===== src/logic/vga_settings.svh =====
`ifndef VGA_SETTINGS_SVH
`define VGA_SETTINGS_SVH

// Visible area in pixels
`define SCREEN_WIDTH   640
`define SCREEN_HEIGHT  480

// Horizontal timing in pixel clocks
`define H_FRONT        16
`define H_SYNC         96
`define H_BACK         48

// Vertical timing in lines
`define V_FRONT        10
`define V_SYNC         2
`define V_BACK         33

// Coordinate widths of the visible area
`define W_X            10
`define W_Y            9

// One colour channel
`define W_COLOR        4

// Register bus widths
`define WB_ADR_W       3
`define WB_DAT_W       8

`endif


===== src/logic/vga_pkg.sv =====
`default_nettype none
`include "vga_settings.svh"

package vga_pkg;

    // Counters and coordinates
    typedef logic [`W_X - 1:0]      coord_x_t;
    // One extra bit so the full frame count of 525 fits
    typedef logic [`W_Y:0]          coord_y_t;
    typedef logic [`W_COLOR - 1:0]  color_t;

    // Register bus
    typedef logic [`WB_ADR_W - 1:0] wb_adr_t;
    typedef logic [`WB_DAT_W - 1:0] wb_dat_t;
    typedef logic [7:0]             offset_t;

    // Register map
    localparam wb_adr_t REG_CTRL    = 3'd0;
    localparam wb_adr_t REG_DX_STEP = 3'd1;
    localparam wb_adr_t REG_DY_STEP = 3'd2;
    localparam wb_adr_t REG_DX      = 3'd3;
    localparam wb_adr_t REG_DY      = 3'd4;

    // Control register bits
    localparam int CTRL_DYNAMIC   = 0;
    localparam int CTRL_BLUE_FILL = 1;

endpackage

`default_nettype wire


===== src/logic/pattern_gen.sv =====
`timescale 1ns/1ps
`default_nettype none
`include "vga_settings.svh"

module pattern_gen
(
    input  logic              clk,
    input  logic              rst_n,
    input  vga_pkg::coord_x_t x,
    input  vga_pkg::coord_y_t y,
    input  logic              display_on,
    input  logic              hsync_raw,
    input  logic              vsync_raw,
    input  vga_pkg::wb_dat_t  ctrl,
    input  vga_pkg::offset_t  dx,
    input  vga_pkg::offset_t  dy,
    output vga_pkg::color_t   red,
    output vga_pkg::color_t   green,
    output vga_pkg::color_t   blue,
    output logic              hsync,
    output logic              vsync
);

    import vga_pkg::*;

    // Rectangle bounds with exclusive upper ends
    localparam coord_x_t rect_x_lo = coord_x_t'(`SCREEN_WIDTH / 2);
    localparam coord_x_t rect_x_hi = coord_x_t'(`SCREEN_WIDTH * 2 / 3 + 1);
    localparam coord_y_t rect_y_lo = coord_y_t'(`SCREEN_HEIGHT / 2);
    localparam coord_y_t rect_y_hi = coord_y_t'(`SCREEN_HEIGHT * 2 / 3);

    // Ellipse limit is the square of half the screen width
    localparam logic [2 * `W_X + 1:0] radius_sq = (`SCREEN_WIDTH / 2) * (`SCREEN_WIDTH / 2);

    logic [2 * `W_X - 1:0] x_sq;
    logic [2 * `W_X - 1:0] y_sq;
    logic [2 * `W_X + 1:0] ellipse;
    color_t                xc;
    color_t                yc;
    color_t                s_red;
    color_t                s_green;
    color_t                s_blue;
    color_t                d_red;
    color_t                d_green;
    color_t                d_blue;

    //----------------------------------------
    // Static pattern

    assign x_sq    = x * x;
    assign y_sq    = y * y;
    // x^2 + 2y^2
    assign ellipse = {2'b00, x_sq} + {1'b0, y_sq, 1'b0};

    // Later shapes overwrite only their own channel
    always_comb
    begin
        s_red   = '0;
        s_green = '0;
        s_blue  = '0;
        if (x >= rect_x_lo && x < rect_x_hi && y >= rect_y_lo && y < rect_y_hi)
            s_green = x[`W_X - 2 -: `W_COLOR];
        if (ellipse < radius_sq)
            s_red = x[`W_X - 2 -: `W_COLOR];
        // Parabola below y = x^2 / 1024
        if (x_sq[`W_X +: `W_Y] < y)
            s_blue = y[`W_Y - 1 -: `W_COLOR];
    end

    //----------------------------------------
    // Dynamic pattern

    assign xc = x[`W_X - 2 -: `W_COLOR];
    assign yc = y[`W_Y - 2 -: `W_COLOR];

    // Sums wrap at the channel width
    assign d_red   = xc + xc + yc + dx[`W_COLOR - 1:0];
    assign d_green = xc - yc - dy[`W_COLOR - 1:0];
    assign d_blue  = {`W_COLOR{ctrl[CTRL_BLUE_FILL]}};

    // Output stage with the syncs delayed to match the colours
    always_ff @(posedge clk)
    begin
        if (!rst_n)
        begin
            red   <= '0;
            green <= '0;
            blue  <= '0;
            hsync <= 1'b1;
            vsync <= 1'b1;
        end
        else
        begin
            hsync <= hsync_raw;
            vsync <= vsync_raw;
            if (!display_on)
            begin
                red   <= '0;
                green <= '0;
                blue  <= '0;
            end
            else if (ctrl[CTRL_DYNAMIC])
            begin
                red   <= d_red;
                green <= d_green;
                blue  <= d_blue;
            end
            else
            begin
                red   <= s_red;
                green <= s_green;
                blue  <= s_blue;
            end
        end
    end

endmodule

`default_nettype wire


===== src/logic/pattern_regs.sv =====
`timescale 1ns/1ps
`default_nettype none

module pattern_regs
(
    input  logic             clk,
    input  logic             rst_n,
    input  logic             wb_cyc,
    input  logic             wb_stb,
    input  logic             wb_we,
    input  vga_pkg::wb_adr_t wb_adr,
    input  vga_pkg::wb_dat_t wb_dat_i,
    output vga_pkg::wb_dat_t wb_dat_o,
    output logic             wb_ack,
    input  logic             strobe,
    output vga_pkg::wb_dat_t ctrl,
    output vga_pkg::offset_t dx,
    output vga_pkg::offset_t dy
);

    import vga_pkg::*;

    logic    stb_seen;
    logic    wr_en;
    offset_t dx_step;
    offset_t dy_step;

    //----------------------------------------
    // Bus handshake

    // Set one cycle after the strobe appears, cleared by the ack
    always_ff @(posedge clk)
    begin
        if (!rst_n)
            stb_seen <= 1'b0;
        else
            stb_seen <= wb_cyc & wb_stb & ~wb_ack;
    end

    // Ack lasts a single cycle
    assign wb_ack = stb_seen & wb_cyc & wb_stb;
    // Writes land on the ack edge
    assign wr_en  = wb_ack & wb_we;

    //----------------------------------------
    // Registers

    // Control and step values
    always_ff @(posedge clk)
    begin
        if (!rst_n)
        begin
            ctrl    <= '0;
            dx_step <= '0;
            dy_step <= '0;
        end
        else if (wr_en)
        begin
            case (wb_adr)
                REG_CTRL:    ctrl    <= wb_dat_i;
                REG_DX_STEP: dx_step <= wb_dat_i;
                REG_DY_STEP: dy_step <= wb_dat_i;
                default:     ;
            endcase
        end
    end

    // Offset accumulators, host write beats the strobe step
    always_ff @(posedge clk)
    begin
        if (!rst_n)
        begin
            dx <= '0;
            dy <= '0;
        end
        else
        begin
            if (wr_en && wb_adr == REG_DX)
                dx <= wb_dat_i;
            else if (strobe)
                dx <= dx + dx_step;

            if (wr_en && wb_adr == REG_DY)
                dy <= wb_dat_i;
            else if (strobe)
                dy <= dy + dy_step;
        end
    end

    // Read mux, zero on unused addresses
    always_comb
    begin
        case (wb_adr)
            REG_CTRL:    wb_dat_o = ctrl;
            REG_DX_STEP: wb_dat_o = dx_step;
            REG_DY_STEP: wb_dat_o = dy_step;
            REG_DX:      wb_dat_o = dx;
            REG_DY:      wb_dat_o = dy;
            default:     wb_dat_o = '0;
        endcase
    end

endmodule

`default_nettype wire


===== src/logic/strobe_gen.sv =====
`timescale 1ns/1ps
`default_nettype none

module strobe_gen
#(
    parameter int clk_mhz   = 25,
    parameter int strobe_hz = 10
)
(
    input  logic clk,
    input  logic rst_n,
    output logic strobe
);

    // Clocks per strobe period
    localparam int ratio = clk_mhz * 1000000 / strobe_hz;
    localparam int w_cnt = (ratio > 1) ? $clog2(ratio) : 1;

    logic [w_cnt - 1:0] cnt;

    // Down-counter, reload on reaching zero
    always_ff @(posedge clk)
    begin
        if (!rst_n)
            cnt <= '0;
        else if (cnt == '0)
            cnt <= w_cnt'(ratio - 1);
        else
            cnt <= cnt - 1'b1;
    end

    // One cycle high per period
    assign strobe = (cnt == '0);

endmodule

`default_nettype wire


===== src/logic/vga_pattern_top.sv =====
`timescale 1ns/1ps
`default_nettype none

module vga_pattern_top
#(
    parameter int clk_mhz   = 25,
    parameter int strobe_hz = 10
)
(
    input  logic             clk,
    input  logic             rst_n,
    input  logic             wb_cyc,
    input  logic             wb_stb,
    input  logic             wb_we,
    input  vga_pkg::wb_adr_t wb_adr,
    input  vga_pkg::wb_dat_t wb_dat_i,
    output vga_pkg::wb_dat_t wb_dat_o,
    output logic             wb_ack,
    output vga_pkg::color_t  red,
    output vga_pkg::color_t  green,
    output vga_pkg::color_t  blue,
    output logic             hsync,
    output logic             vsync
);

    import vga_pkg::*;

    // Raster position and raw syncs
    coord_x_t x;
    coord_y_t y;
    logic     display_on;
    logic     hsync_raw;
    logic     vsync_raw;

    // Motion tick and pattern setup
    logic     strobe;
    wb_dat_t  ctrl;
    offset_t  dx;
    offset_t  dy;

    vga_timing i_timing
    (
        .clk        (clk),
        .rst_n      (rst_n),
        .x          (x),
        .y          (y),
        .display_on (display_on),
        .hsync_raw  (hsync_raw),
        .vsync_raw  (vsync_raw)
    );

    strobe_gen #(.clk_mhz (clk_mhz), .strobe_hz (strobe_hz)) i_strobe_gen
    (
        .clk    (clk),
        .rst_n  (rst_n),
        .strobe (strobe)
    );

    pattern_regs i_regs
    (
        .clk      (clk),
        .rst_n    (rst_n),
        .wb_cyc   (wb_cyc),
        .wb_stb   (wb_stb),
        .wb_we    (wb_we),
        .wb_adr   (wb_adr),
        .wb_dat_i (wb_dat_i),
        .wb_dat_o (wb_dat_o),
        .wb_ack   (wb_ack),
        .strobe   (strobe),
        .ctrl     (ctrl),
        .dx       (dx),
        .dy       (dy)
    );

    // One clock from coordinate to pixel
    pattern_gen i_pattern
    (
        .clk        (clk),
        .rst_n      (rst_n),
        .x          (x),
        .y          (y),
        .display_on (display_on),
        .hsync_raw  (hsync_raw),
        .vsync_raw  (vsync_raw),
        .ctrl       (ctrl),
        .dx         (dx),
        .dy         (dy),
        .red        (red),
        .green      (green),
        .blue       (blue),
        .hsync      (hsync),
        .vsync      (vsync)
    );

endmodule

`default_nettype wire


===== src/logic/vga_timing.sv =====
`timescale 1ns/1ps
`default_nettype none
`include "vga_settings.svh"

module vga_timing
(
    input  logic              clk,
    input  logic              rst_n,
    output vga_pkg::coord_x_t x,
    output vga_pkg::coord_y_t y,
    output logic              display_on,
    output logic              hsync_raw,
    output logic              vsync_raw
);

    import vga_pkg::*;

    // Line and frame lengths
    localparam int h_total = `SCREEN_WIDTH + `H_FRONT + `H_SYNC + `H_BACK;
    localparam int v_total = `SCREEN_HEIGHT + `V_FRONT + `V_SYNC + `V_BACK;

    // Sync windows, first count and one past the last
    localparam coord_x_t h_sync_lo = coord_x_t'(`SCREEN_WIDTH + `H_FRONT);
    localparam coord_x_t h_sync_hi = coord_x_t'(`SCREEN_WIDTH + `H_FRONT + `H_SYNC);
    localparam coord_y_t v_sync_lo = coord_y_t'(`SCREEN_HEIGHT + `V_FRONT);
    localparam coord_y_t v_sync_hi = coord_y_t'(`SCREEN_HEIGHT + `V_FRONT + `V_SYNC);

    coord_x_t h_cnt;
    coord_y_t v_cnt;
    logic     h_last;
    logic     v_last;

    assign h_last = (h_cnt == coord_x_t'(h_total - 1));
    assign v_last = (v_cnt == coord_y_t'(v_total - 1));

    //----------------------------------------
    // Counters

    // Pixel count within the line
    always_ff @(posedge clk)
    begin
        if (!rst_n)
            h_cnt <= '0;
        else if (h_last)
            h_cnt <= '0;
        else
            h_cnt <= h_cnt + 1'b1;
    end

    // Line count, steps once per line wrap
    always_ff @(posedge clk)
    begin
        if (!rst_n)
            v_cnt <= '0;
        else if (h_last)
        begin
            if (v_last)
                v_cnt <= '0;
            else
                v_cnt <= v_cnt + 1'b1;
        end
    end

    //----------------------------------------
    // Decode

    assign x = h_cnt;
    assign y = v_cnt;

    assign display_on = (h_cnt < coord_x_t'(`SCREEN_WIDTH))
                      & (v_cnt < coord_y_t'(`SCREEN_HEIGHT));

    // Both syncs active low
    assign hsync_raw = ~((h_cnt >= h_sync_lo) & (h_cnt < h_sync_hi));
    assign vsync_raw = ~((v_cnt >= v_sync_lo) & (v_cnt < v_sync_hi));

endmodule

`default_nettype wire


===== config.mk =====
export PLATFORM = sky130hd
export DESIGN_NAME = vga_pattern_top
export DESIGN_NICKNAME = d
export VERILOG_FILES = /design/src/logic/vga_pkg.sv /design/src/logic/pattern_gen.sv /design/src/logic/pattern_regs.sv /design/src/logic/strobe_gen.sv /design/src/logic/vga_pattern_top.sv /design/src/logic/vga_timing.sv
export VERILOG_INCLUDE_DIRS = /design/src /design/src/logic
export SDC_FILE = /design/constraint.sdc
export NUM_CORES = 1
export LEC_CHECK = 0
export BUFFER_PORTS_ARGS = -buffer_cell sky130_fd_sc_hd__buf_2
export CAP_MARGIN = 20
export CORE_MARGIN = 5
export CORE_UTILIZATION = 30
export CTS_BUF_LIST = sky130_fd_sc_hd__clkbuf_8
export DETAILED_ROUTE_END_ITERATION = 10
export PLACE_DENSITY = 0.5
export SLEW_MARGIN = 15
export SYNTH_ARGS = -nofsm -noshare
export SYNTH_HDL_FRONTEND = slang
export SYNTH_HIERARCHICAL = 1
export SYNTH_SLANG_ARGS = --single-unit

===== constraint.sdc =====
create_clock -name clk -period 8.45 [get_ports clk]
set_clock_uncertainty 0.05 [all_clocks]
set_input_delay 1.69 -clock clk [delete_from_list [all_inputs] [get_ports clk]]
set_output_delay 1.69 -clock clk [all_outputs]
set_load 0.02 [all_outputs]

==> qor.yml, run 1 <==
synthesis:
  synth_fp_nets: 1616
  synth-edff-count: 0
  synth_ff_type: "dfxtp_1"
  synthesis.area_um2: 11660
  synth_top_cell_area_share_pct: 17.85
  syn_avg_cell_area_um2: 8.647
  yosys_register_bits: 97
  syn_inst: 1349
  synth.area.top_cells: "fa_1 (18%), dfxtp_1 (17%), ha_1 (16%)"
  ys_warn_count: 6
  synthDistinctLibCells: 79
  synthArstFlopShare_pct: 0
  synth_top_area_cell: "fa_1"
  seq_area_frac_synth_pct: 16.65
sta:
  setup_viol_count_final: 0
  slew_violations: 0
  fmax_mhz: 139.8
  final_hold_viol_count: 0
  fin_crit_ns: 7.155
  fin_crit_sh_pct: 84.67
  setup_slack_ns: 1.295
  tightestPinTransition_ns: 1.010
  rsz0062_at_grt: "false"
  final.setup.tns_ns: 0
  slew_headroom_pct: 32.26
final_layout:
  layout_commonest_cell: "inv_1"
  mostFrequentLayoutCells: "inv_1 (180), ha_1 (147), nor2_1 (124), fa_1 (104), dfxtp_1 (97)"
  nets: 1632
  post-route-util_pct: 32.53
  area_growth_pct: 7.530
  stdcell_count: 1889
  drive_above_1_share_pct: 7.007
  fillers: 4198
floorplanning:
  die_area_um2: 42930
  die_w_um: 207.2
  start_util_pct: 30.25
  die_h_um: 207.2
  placementRows: 72
  num_io_pins: 39
  core-area_um2: 38560
pwr:
  p_sw_uw: 488.8
  combinationalPowerShare_pct: 30.8
  p_seq_share_pct: 44.8
  leakagePower_nw: 6.087
  p_clk_share_pct: 24.4
  internal_power_uw: 783.8
  p_total_mw: 1.273
  cellPowerDensity_nw_per_um2: 101.5
  swShare_pct: 38.41
  ir_drop_v: 0.0001174
setup_path:
  cp.arrival_ns: 7.41
  worst_r2r_endpoint: "i_pattern/red[0]$_SDFF_PN0_"
  crit_path_end_kind: "register"
  crit_type: "reg2reg"
  required_ns: 8.70
  cp-start-kind: "register"
  rrSetupSlack_ns: 1.30
  path_max_fanout: 19
  rr_worst_depth: 24
  reg2reg_from: "i_timing/y[7]$_SDFFE_PN0N_"
drt:
  drc: 0
  num_vias: 9181
  first_iter_violations: 486
  drt-wirelength-per-cell_um: 15.06
  vias_per_cell: 4.860
  dr.pass1.iters: 5
  ant_nets: 0
  totalWireLength_um: 28450
clock_network:
  insertion_delay_ns: 0.39
  root_buffer: "clkbuf_8"
  holdBufCountCts: 0
  post-cts-setup-buffers: 0
  cts.sinks: 97
  path_clk_slew_ns: 0.11
  cts_max_level: 3
  cts_buffers: 9
  cts_resized: 0
  cts_tree: "done"
  clk_path_buf_depth: 2
global_route:
  grt_overflow: 0
  antenna_found_initial: 2
  grt_pass1_wl_um: 48440
  grt_usage_pct: 13.40
  grt_max_degree: 35
  grt_pass1_vias: 9461
placement:
  place_congestion: 0.8513
  hpwlAfterDp_um: 22660
  placedCellCount: 1872
  port_buffers: 38
  place_ws_ns: 1.276
hold_path:
  hold-path-cell-count: 1
  hold_start: "i_regs/stb_seen$_SDFF_PN0_"
  hold_path_end: "i_regs/stb_seen$_SDFF_PN0_"
  holdCritPathClass: "reg2reg"
flow_run:
  drv_cap: 0
run_status:
  status: "finished clean"
[cell type report]
| class | instances | area (um2) | area share (%) |
|---|---|---|---|
| timing repair buffer | 48 | 265.3 | 2.115 |
| multi-input combinational | 1025 | 8800 | 70.15 |
| tap | 518 | 648.1 | 5.167 |
| antenna | 1 | 2.502 | 0.01995 |
| clock buffer | 9 | 123.9 | 0.9875 |
| inverter | 184 | 690.7 | 5.506 |
| sequential | 97 | 1942 | 15.48 |
| clock inverter | 7 | 71.32 | 0.5686 |
[kinds of logic after synthesis]
group / synth area share (%)
buffers and inverters: 7.916
adders and majority gates: 33.62
xor gates and xnor gates: 5.932
AOI/OAI and AO/OA: 13.44
muxes: 4.516
and+or+nand+nor: 17.93
DFF: 16.65
[registers in the layout, summed over array words and instances, names as in the netlist, 4 cells and up]
name / cells
i_pattern/blue: 4
i_pattern/green: 4
i_pattern/red: 4
i_regs/ctrl: 8
i_regs/dx: 8
i_regs/dx_step: 8
i_regs/dy: 8
i_regs/dy_step: 8
i_strobe_gen/cnt: 22
i_timing/x: 10
i_timing/y: 10
[worst max-delay path by stage]
stage                                              to                       start  cells past startpoint
after detailed placement  i_pattern/red[0]$_SDFF_PN0_  i_timing/y[7]$_SDFFE_PN0N_                     24
after CTS                 i_pattern/red[0]$_SDFF_PN0_  i_timing/y[7]$_SDFFE_PN0N_                     24
final                     i_pattern/red[0]$_SDFF_PN0_  i_timing/y[7]$_SDFFE_PN0N_                     24
after global placement    i_pattern/red[1]$_SDFF_PN0_  i_timing/y[7]$_SDFFE_PN0N_                     24
after global routing      i_pattern/red[1]$_SDFF_PN0_  i_timing/y[7]$_SDFFE_PN0N_                     24
after floorplan           i_pattern/red[0]$_SDFF_PN0_  i_timing/y[6]$_SDFFE_PN0N_                     24
[power groups by stage]
stage | clock network [mW] | logic (mW) | registers, mW
after floorplan | 0 | 0.338 | 0.560
after global placement | 0 | 0.388 | 0.578
after detailed placement | 0 | 0.394 | 0.580
after CTS | 0.328 | 0.396 | 0.570
after global routing | 0.343 | 0.453 | 0.579
final | 0.311 | 0.392 | 0.570
[critical path: stages (launching register included)]
cell and delay, ns:
dfxtp_1 0.90, inv_1 0.28, nor2_1 0.27, fa_1 0.43, inv_1 0.08, fa_1 0.43, fa_1 0.50, inv_1 0.06
fa_1 0.53, inv_1 0.05, fa_1 0.50, inv_1 0.04, ha_1 0.25, or4_1 0.54, o221ai_2 0.26, nor2b_1 0.20
xnor2_1 0.15, ha_1 0.30, xor2_1 0.15, nor3_1 0.14, a31oi_1 0.05, or3_1 0.32, a31oi_1 0.23, o31ai_1 0.14
o31ai_1 0.23
[stage by stage]
stage,cell area (um2),hold slack (ns)
after global placement,12350,0.3731
after detailed placement,12350,0.3860
after global routing,12540,0.4268
final,12540,0.4103
after CTS,12540,0.4092
after floorplan,11660,0.3621
[metal layers]
metal / track usage [%] / part of all wire (%) / vias up / wire [um]
met2: 22.73 / 47 / 112 / 13470
li1: - / - / 4621 / -
met4: 2.827 / 1.4 / 0 / 406
met5: 0 / 0 / - / 0
met1: 18.78 / 49 / 4421 / 13830
met3: 1.059 / 2.6 / 27 / 735
[synth_stat cells, drive strengths merged (14+ instances only)]
| cell | instances |
|---|---|
| mux2i | 47 |
| a21o | 17 |
| nand2 | 78 |
| fa | 104 |
| a21oi | 69 |
| o21ai | 52 |
| xor2 | 20 |
| inv | 182 |
| dfxtp | 97 |
| ha | 147 |
| nor3 | 17 |
| clkbuf | 30 |
| or3 | 19 |
| xnor2 | 59 |
| nand4 | 15 |
| nand3 | 19 |
| a211oi | 14 |
| nor2 | 126 |
| nand2b | 15 |
| and2 | 43 |
No activity file was read; power rests on OpenSTA's default activity.
==> run 2: changes to the inputs <==
- clock period: 8.45 -> 6.6 ns (I/O delays scaled with it)
==> run 2 against run 1 <==
Against the previous run:
- die area unchanged
- routed wire length increased by 3.9%
- global-route usage increased by 0.11 points
- cell area increased by 5.0%
- total power increased by 29%
- sequential share of layout area decreased by 0.54 points
- largest power group unchanged
==> qor.yml, run 2 (synthesis gave the netlist of run 1 again) <==
run_status:
  status: "finished clean"  # unchanged
setup_path:
  required_ns: 6.84  # was 8.70 ns
  cp-start-kind: "register"  # unchanged
  critPathSlowestCell: "fa_1"  # was dfxtp_1
  max_stage_delay_ns: 0.55  # was 0.90 ns
  rr_worst_depth: 22  # was 24
  path_max_fanout: 6  # was 19
  crit_path_end_kind: "register"  # unchanged
  crit_type: "reg2reg"  # unchanged
  reg2reg_from: "i_timing/y[9]$_SDFFE_PN0N_"  # was i_timing/y[7]$_SDFFE_PN0N_
  crit_top_cell: "fa_1"
  path_cells: "nand2_1, fa_1, fa_1, inv_1, fa_1, fa_1, inv_1, fa_1, inv_1, ha_1, or4_1, o221ai_2, nor2b_2, xnor2_1, ha_1, xor2_1, nor3_1, a31oi_1, or3_1, a31oi_4, o31ai_2, o31ai_1"  # was inv_1, nor2_1, fa_1, inv_1, fa_1, fa_1, inv_1, fa_1, inv_1, fa_1, inv_1, ha_1, or4_1, o221ai_2, nor2b_1, xnor2_1, ha_1, xor2_1, nor3_1, a31oi_1, or3_1, a31oi_1, o31ai_1, o31ai_1
  rrSetupSlack_ns: 0.27  # was 1.30 ns
  cp.arrival_ns: 6.58  # was 7.41 ns
  crit_start: "i_timing/y[9]$_SDFFE_PN0N_"  # was i_timing/y[7]$_SDFFE_PN0N_
  worst_r2r_endpoint: "i_pattern/red[0]$_SDFF_PN0_"  # unchanged
sta:
  fin_crit_ns: 6.335  # was 7.155 ns
  fin_crit_sh_pct: 95.98  # was 84.67%
  slew_headroom_pct: 54.24  # was 32.26%
  tightestPinTransition_ns: 0.6802  # was 1.010 ns
  setup_viol_count_final: 0  # unchanged
  fmax_mhz: 157.9  # was 139.8 MHz
  setup_slack_ns: 0.2652  # was 1.295 ns
  final_hold_viol_count: 0  # unchanged
  slew_violations: 0  # unchanged
  whs_ns: 0.4054  # was 0.4103 ns
placement:
  place_ws_ns: 0.09552  # was 1.276 ns
  port_buffers: 38  # unchanged
  place_congestion: 0.8367  # was 0.8513
  hpwlAfterDp_um: 23260  # was 22660 um
  placedCellCount: 1903  # was 1872
global_route:
  grt_pass1_vias: 9337  # was 9461
  antenna_found_initial: 1  # was 2
  grt_pass1_wl_um: 48540  # was 48440 um
  grt_overflow: 0  # unchanged
  grt_usage_pct: 13.51  # was 13.40%
  grt_max_degree: 30  # was 35
final_layout:
  fillers: 4113  # was 4198
  regArea_um2: 1968  # was 1942 um2
  drive_above_1_share_pct: 13.08  # was 7.007%
  stdcell_count: 1933  # was 1889
  nets: 1676  # was 1632
  area_growth_pct: 12.89  # was 7.530%
  top_register: "i_strobe_gen/cnt"  # unchanged
  mostFrequentLayoutCells: "inv_1 (178), ha_1 (140), nor2_1 (117), fa_1 (104), dfxtp_1 (86)"  # was inv_1 (180), ha_1 (147), nor2_1 (124), fa_1 (104), dfxtp_1 (97)
  multi_input_area_um2: 9022  # was 8800 um2
  layout_commonest_cell: "inv_1"  # unchanged
  largest_register_ffs: 22  # unchanged
floorplanning:
  die_h_um: 207.2  # unchanged
  core-area_um2: 38560  # unchanged
  die_w_um: 207.2  # unchanged
  die_area_um2: 42930  # unchanged
  placementRows: 72  # unchanged
  num_io_pins: 39  # unchanged
  start_util_pct: 30.25  # unchanged
hold_path:
  holdCritPathClass: "reg2reg"  # unchanged
  hold_start: "i_regs/stb_seen$_SDFF_PN0_"  # unchanged
  hold-path-cell-count: 1  # unchanged
  hold_path_end: "i_regs/stb_seen$_SDFF_PN0_"  # unchanged
drt:
  totalWireLength_um: 29540  # was 28450 um
  wl_met3_um: 703  # was 735 um
  ant_nets: 0  # unchanged
  met2RoutedLength_um: 14760  # was 13470 um
  met1_length_um: 13810  # was 13830 um
  drt-wirelength-per-cell_um: 15.28  # was 15.06 um
  dr.pass1.iters: 5  # unchanged
  drc: 0  # unchanged
  vias_per_cell: 4.884  # was 4.860
  top_layer_used: "met4"  # unchanged
  first_iter_violations: 497  # was 486
  num_vias: 9440  # was 9181
clock_network:
  cts_max_level: 3  # unchanged
  root_buffer: "clkbuf_8"  # unchanged
  insertion_delay_ns: 0.39  # about the same
  path_clk_slew_ns: 0.12  # was 0.11 ns
  clk_path_buf_depth: 2  # unchanged
  cts_buffers: 9  # unchanged
  cts_tree: "done"  # unchanged
  cts.sinks: 97  # unchanged
pwr:
  p_total_mw: 1.646  # was 1.273 mW
  leakagePower_nw: 6.335  # was 6.087 nW
  cellPowerDensity_nw_per_um2: 125.0  # was 101.5 nW/um2
  ir_drop_v: 0.0001666  # was 0.0001174 V
flow_run:
  drv_cap: 0  # unchanged
==> run 2: cell count changes in the layout (fill, tap and decap cells not counted), sizes merged <==
cell,change
buf,+44
clkbuf,+1
clkinv,+2
inv,-3
==> run 2: cell type report <==
class                           count  share of cell area (%)
Antenna cell                        1                 0.01900
Clock buffer                       10                   1.045
Clock inverter                      6                  0.4751
Inverter                          184                   5.245
Multi-Input combinational cell   1025                   68.51
Sequential cell                    97                   14.95
Tap cell                          518                   4.922
Timing Repair Buffer               92                   4.836
==> run 2: what timing repair did <==
action	CTS	global route
endpoints found under the hold margin	0	0
buffers inserted	0	13
hold buffers	0	0
resized for setup	0	70
setup endpoints to repair	0	8
==> run 2: power by group <==
group | internal [mW] | switching, mW
Clock | 0.156 | 0.256
Sequential | 0.652 | 0.0712
Combinational | 0.207 | 0.303
Total | 1.02 | 0.630
==> run 2: how the worst max path moves through the flow <==
stage / slack [ns] / cells past startpoint / to
detailed placement: 0.1 / 23 / i_pattern/red[0]$_SDFF_PN0_
floorplan: 0.21 / 24 / i_pattern/red[0]$_SDFF_PN0_
CTS: 0.03 / 23 / i_pattern/red[0]$_SDFF_PN0_
finish: 0.27 / 22 / i_pattern/red[0]$_SDFF_PN0_
global placement: 0.19 / 23 / i_pattern/red[0]$_SDFF_PN0_
global route: -0.04 / 22 / i_pattern/red[0]$_SDFF_PN0_
==> run 2: worst max-delay path, delay by kind of cell, from the launching register on <==
kind                     cells  cell delay [ns]
buffers and inverters        3             0.16
XOR/XNOR                     2             0.24
adder cells (fa/ha/maj)      7             3.27
flip-flops                   1             0.37
AO/OA/AOI/OAI                5             0.78
AND/OR/NAND/NOR              5             1.35
==> run 2: stage by stage <==
step	utilization [%]	cell area [um2]	TNS, ns
finish	34.15	13170	0
global route	34.15	13170	-0.07172
CTS	33.14	12780	0
detailed placement	32.62	12580	0
global placement	32.62	12580	0
floorplan	-	11660	0
==> run 2: layer usage <==
metal / up-vias / GRT usage [%]
met1: 4597 / 18.13
li1: 4704 / -
met3: 21 / 1.286
met4: 0 / 2.120
met5: - / 0
met2: 118 / 24.11
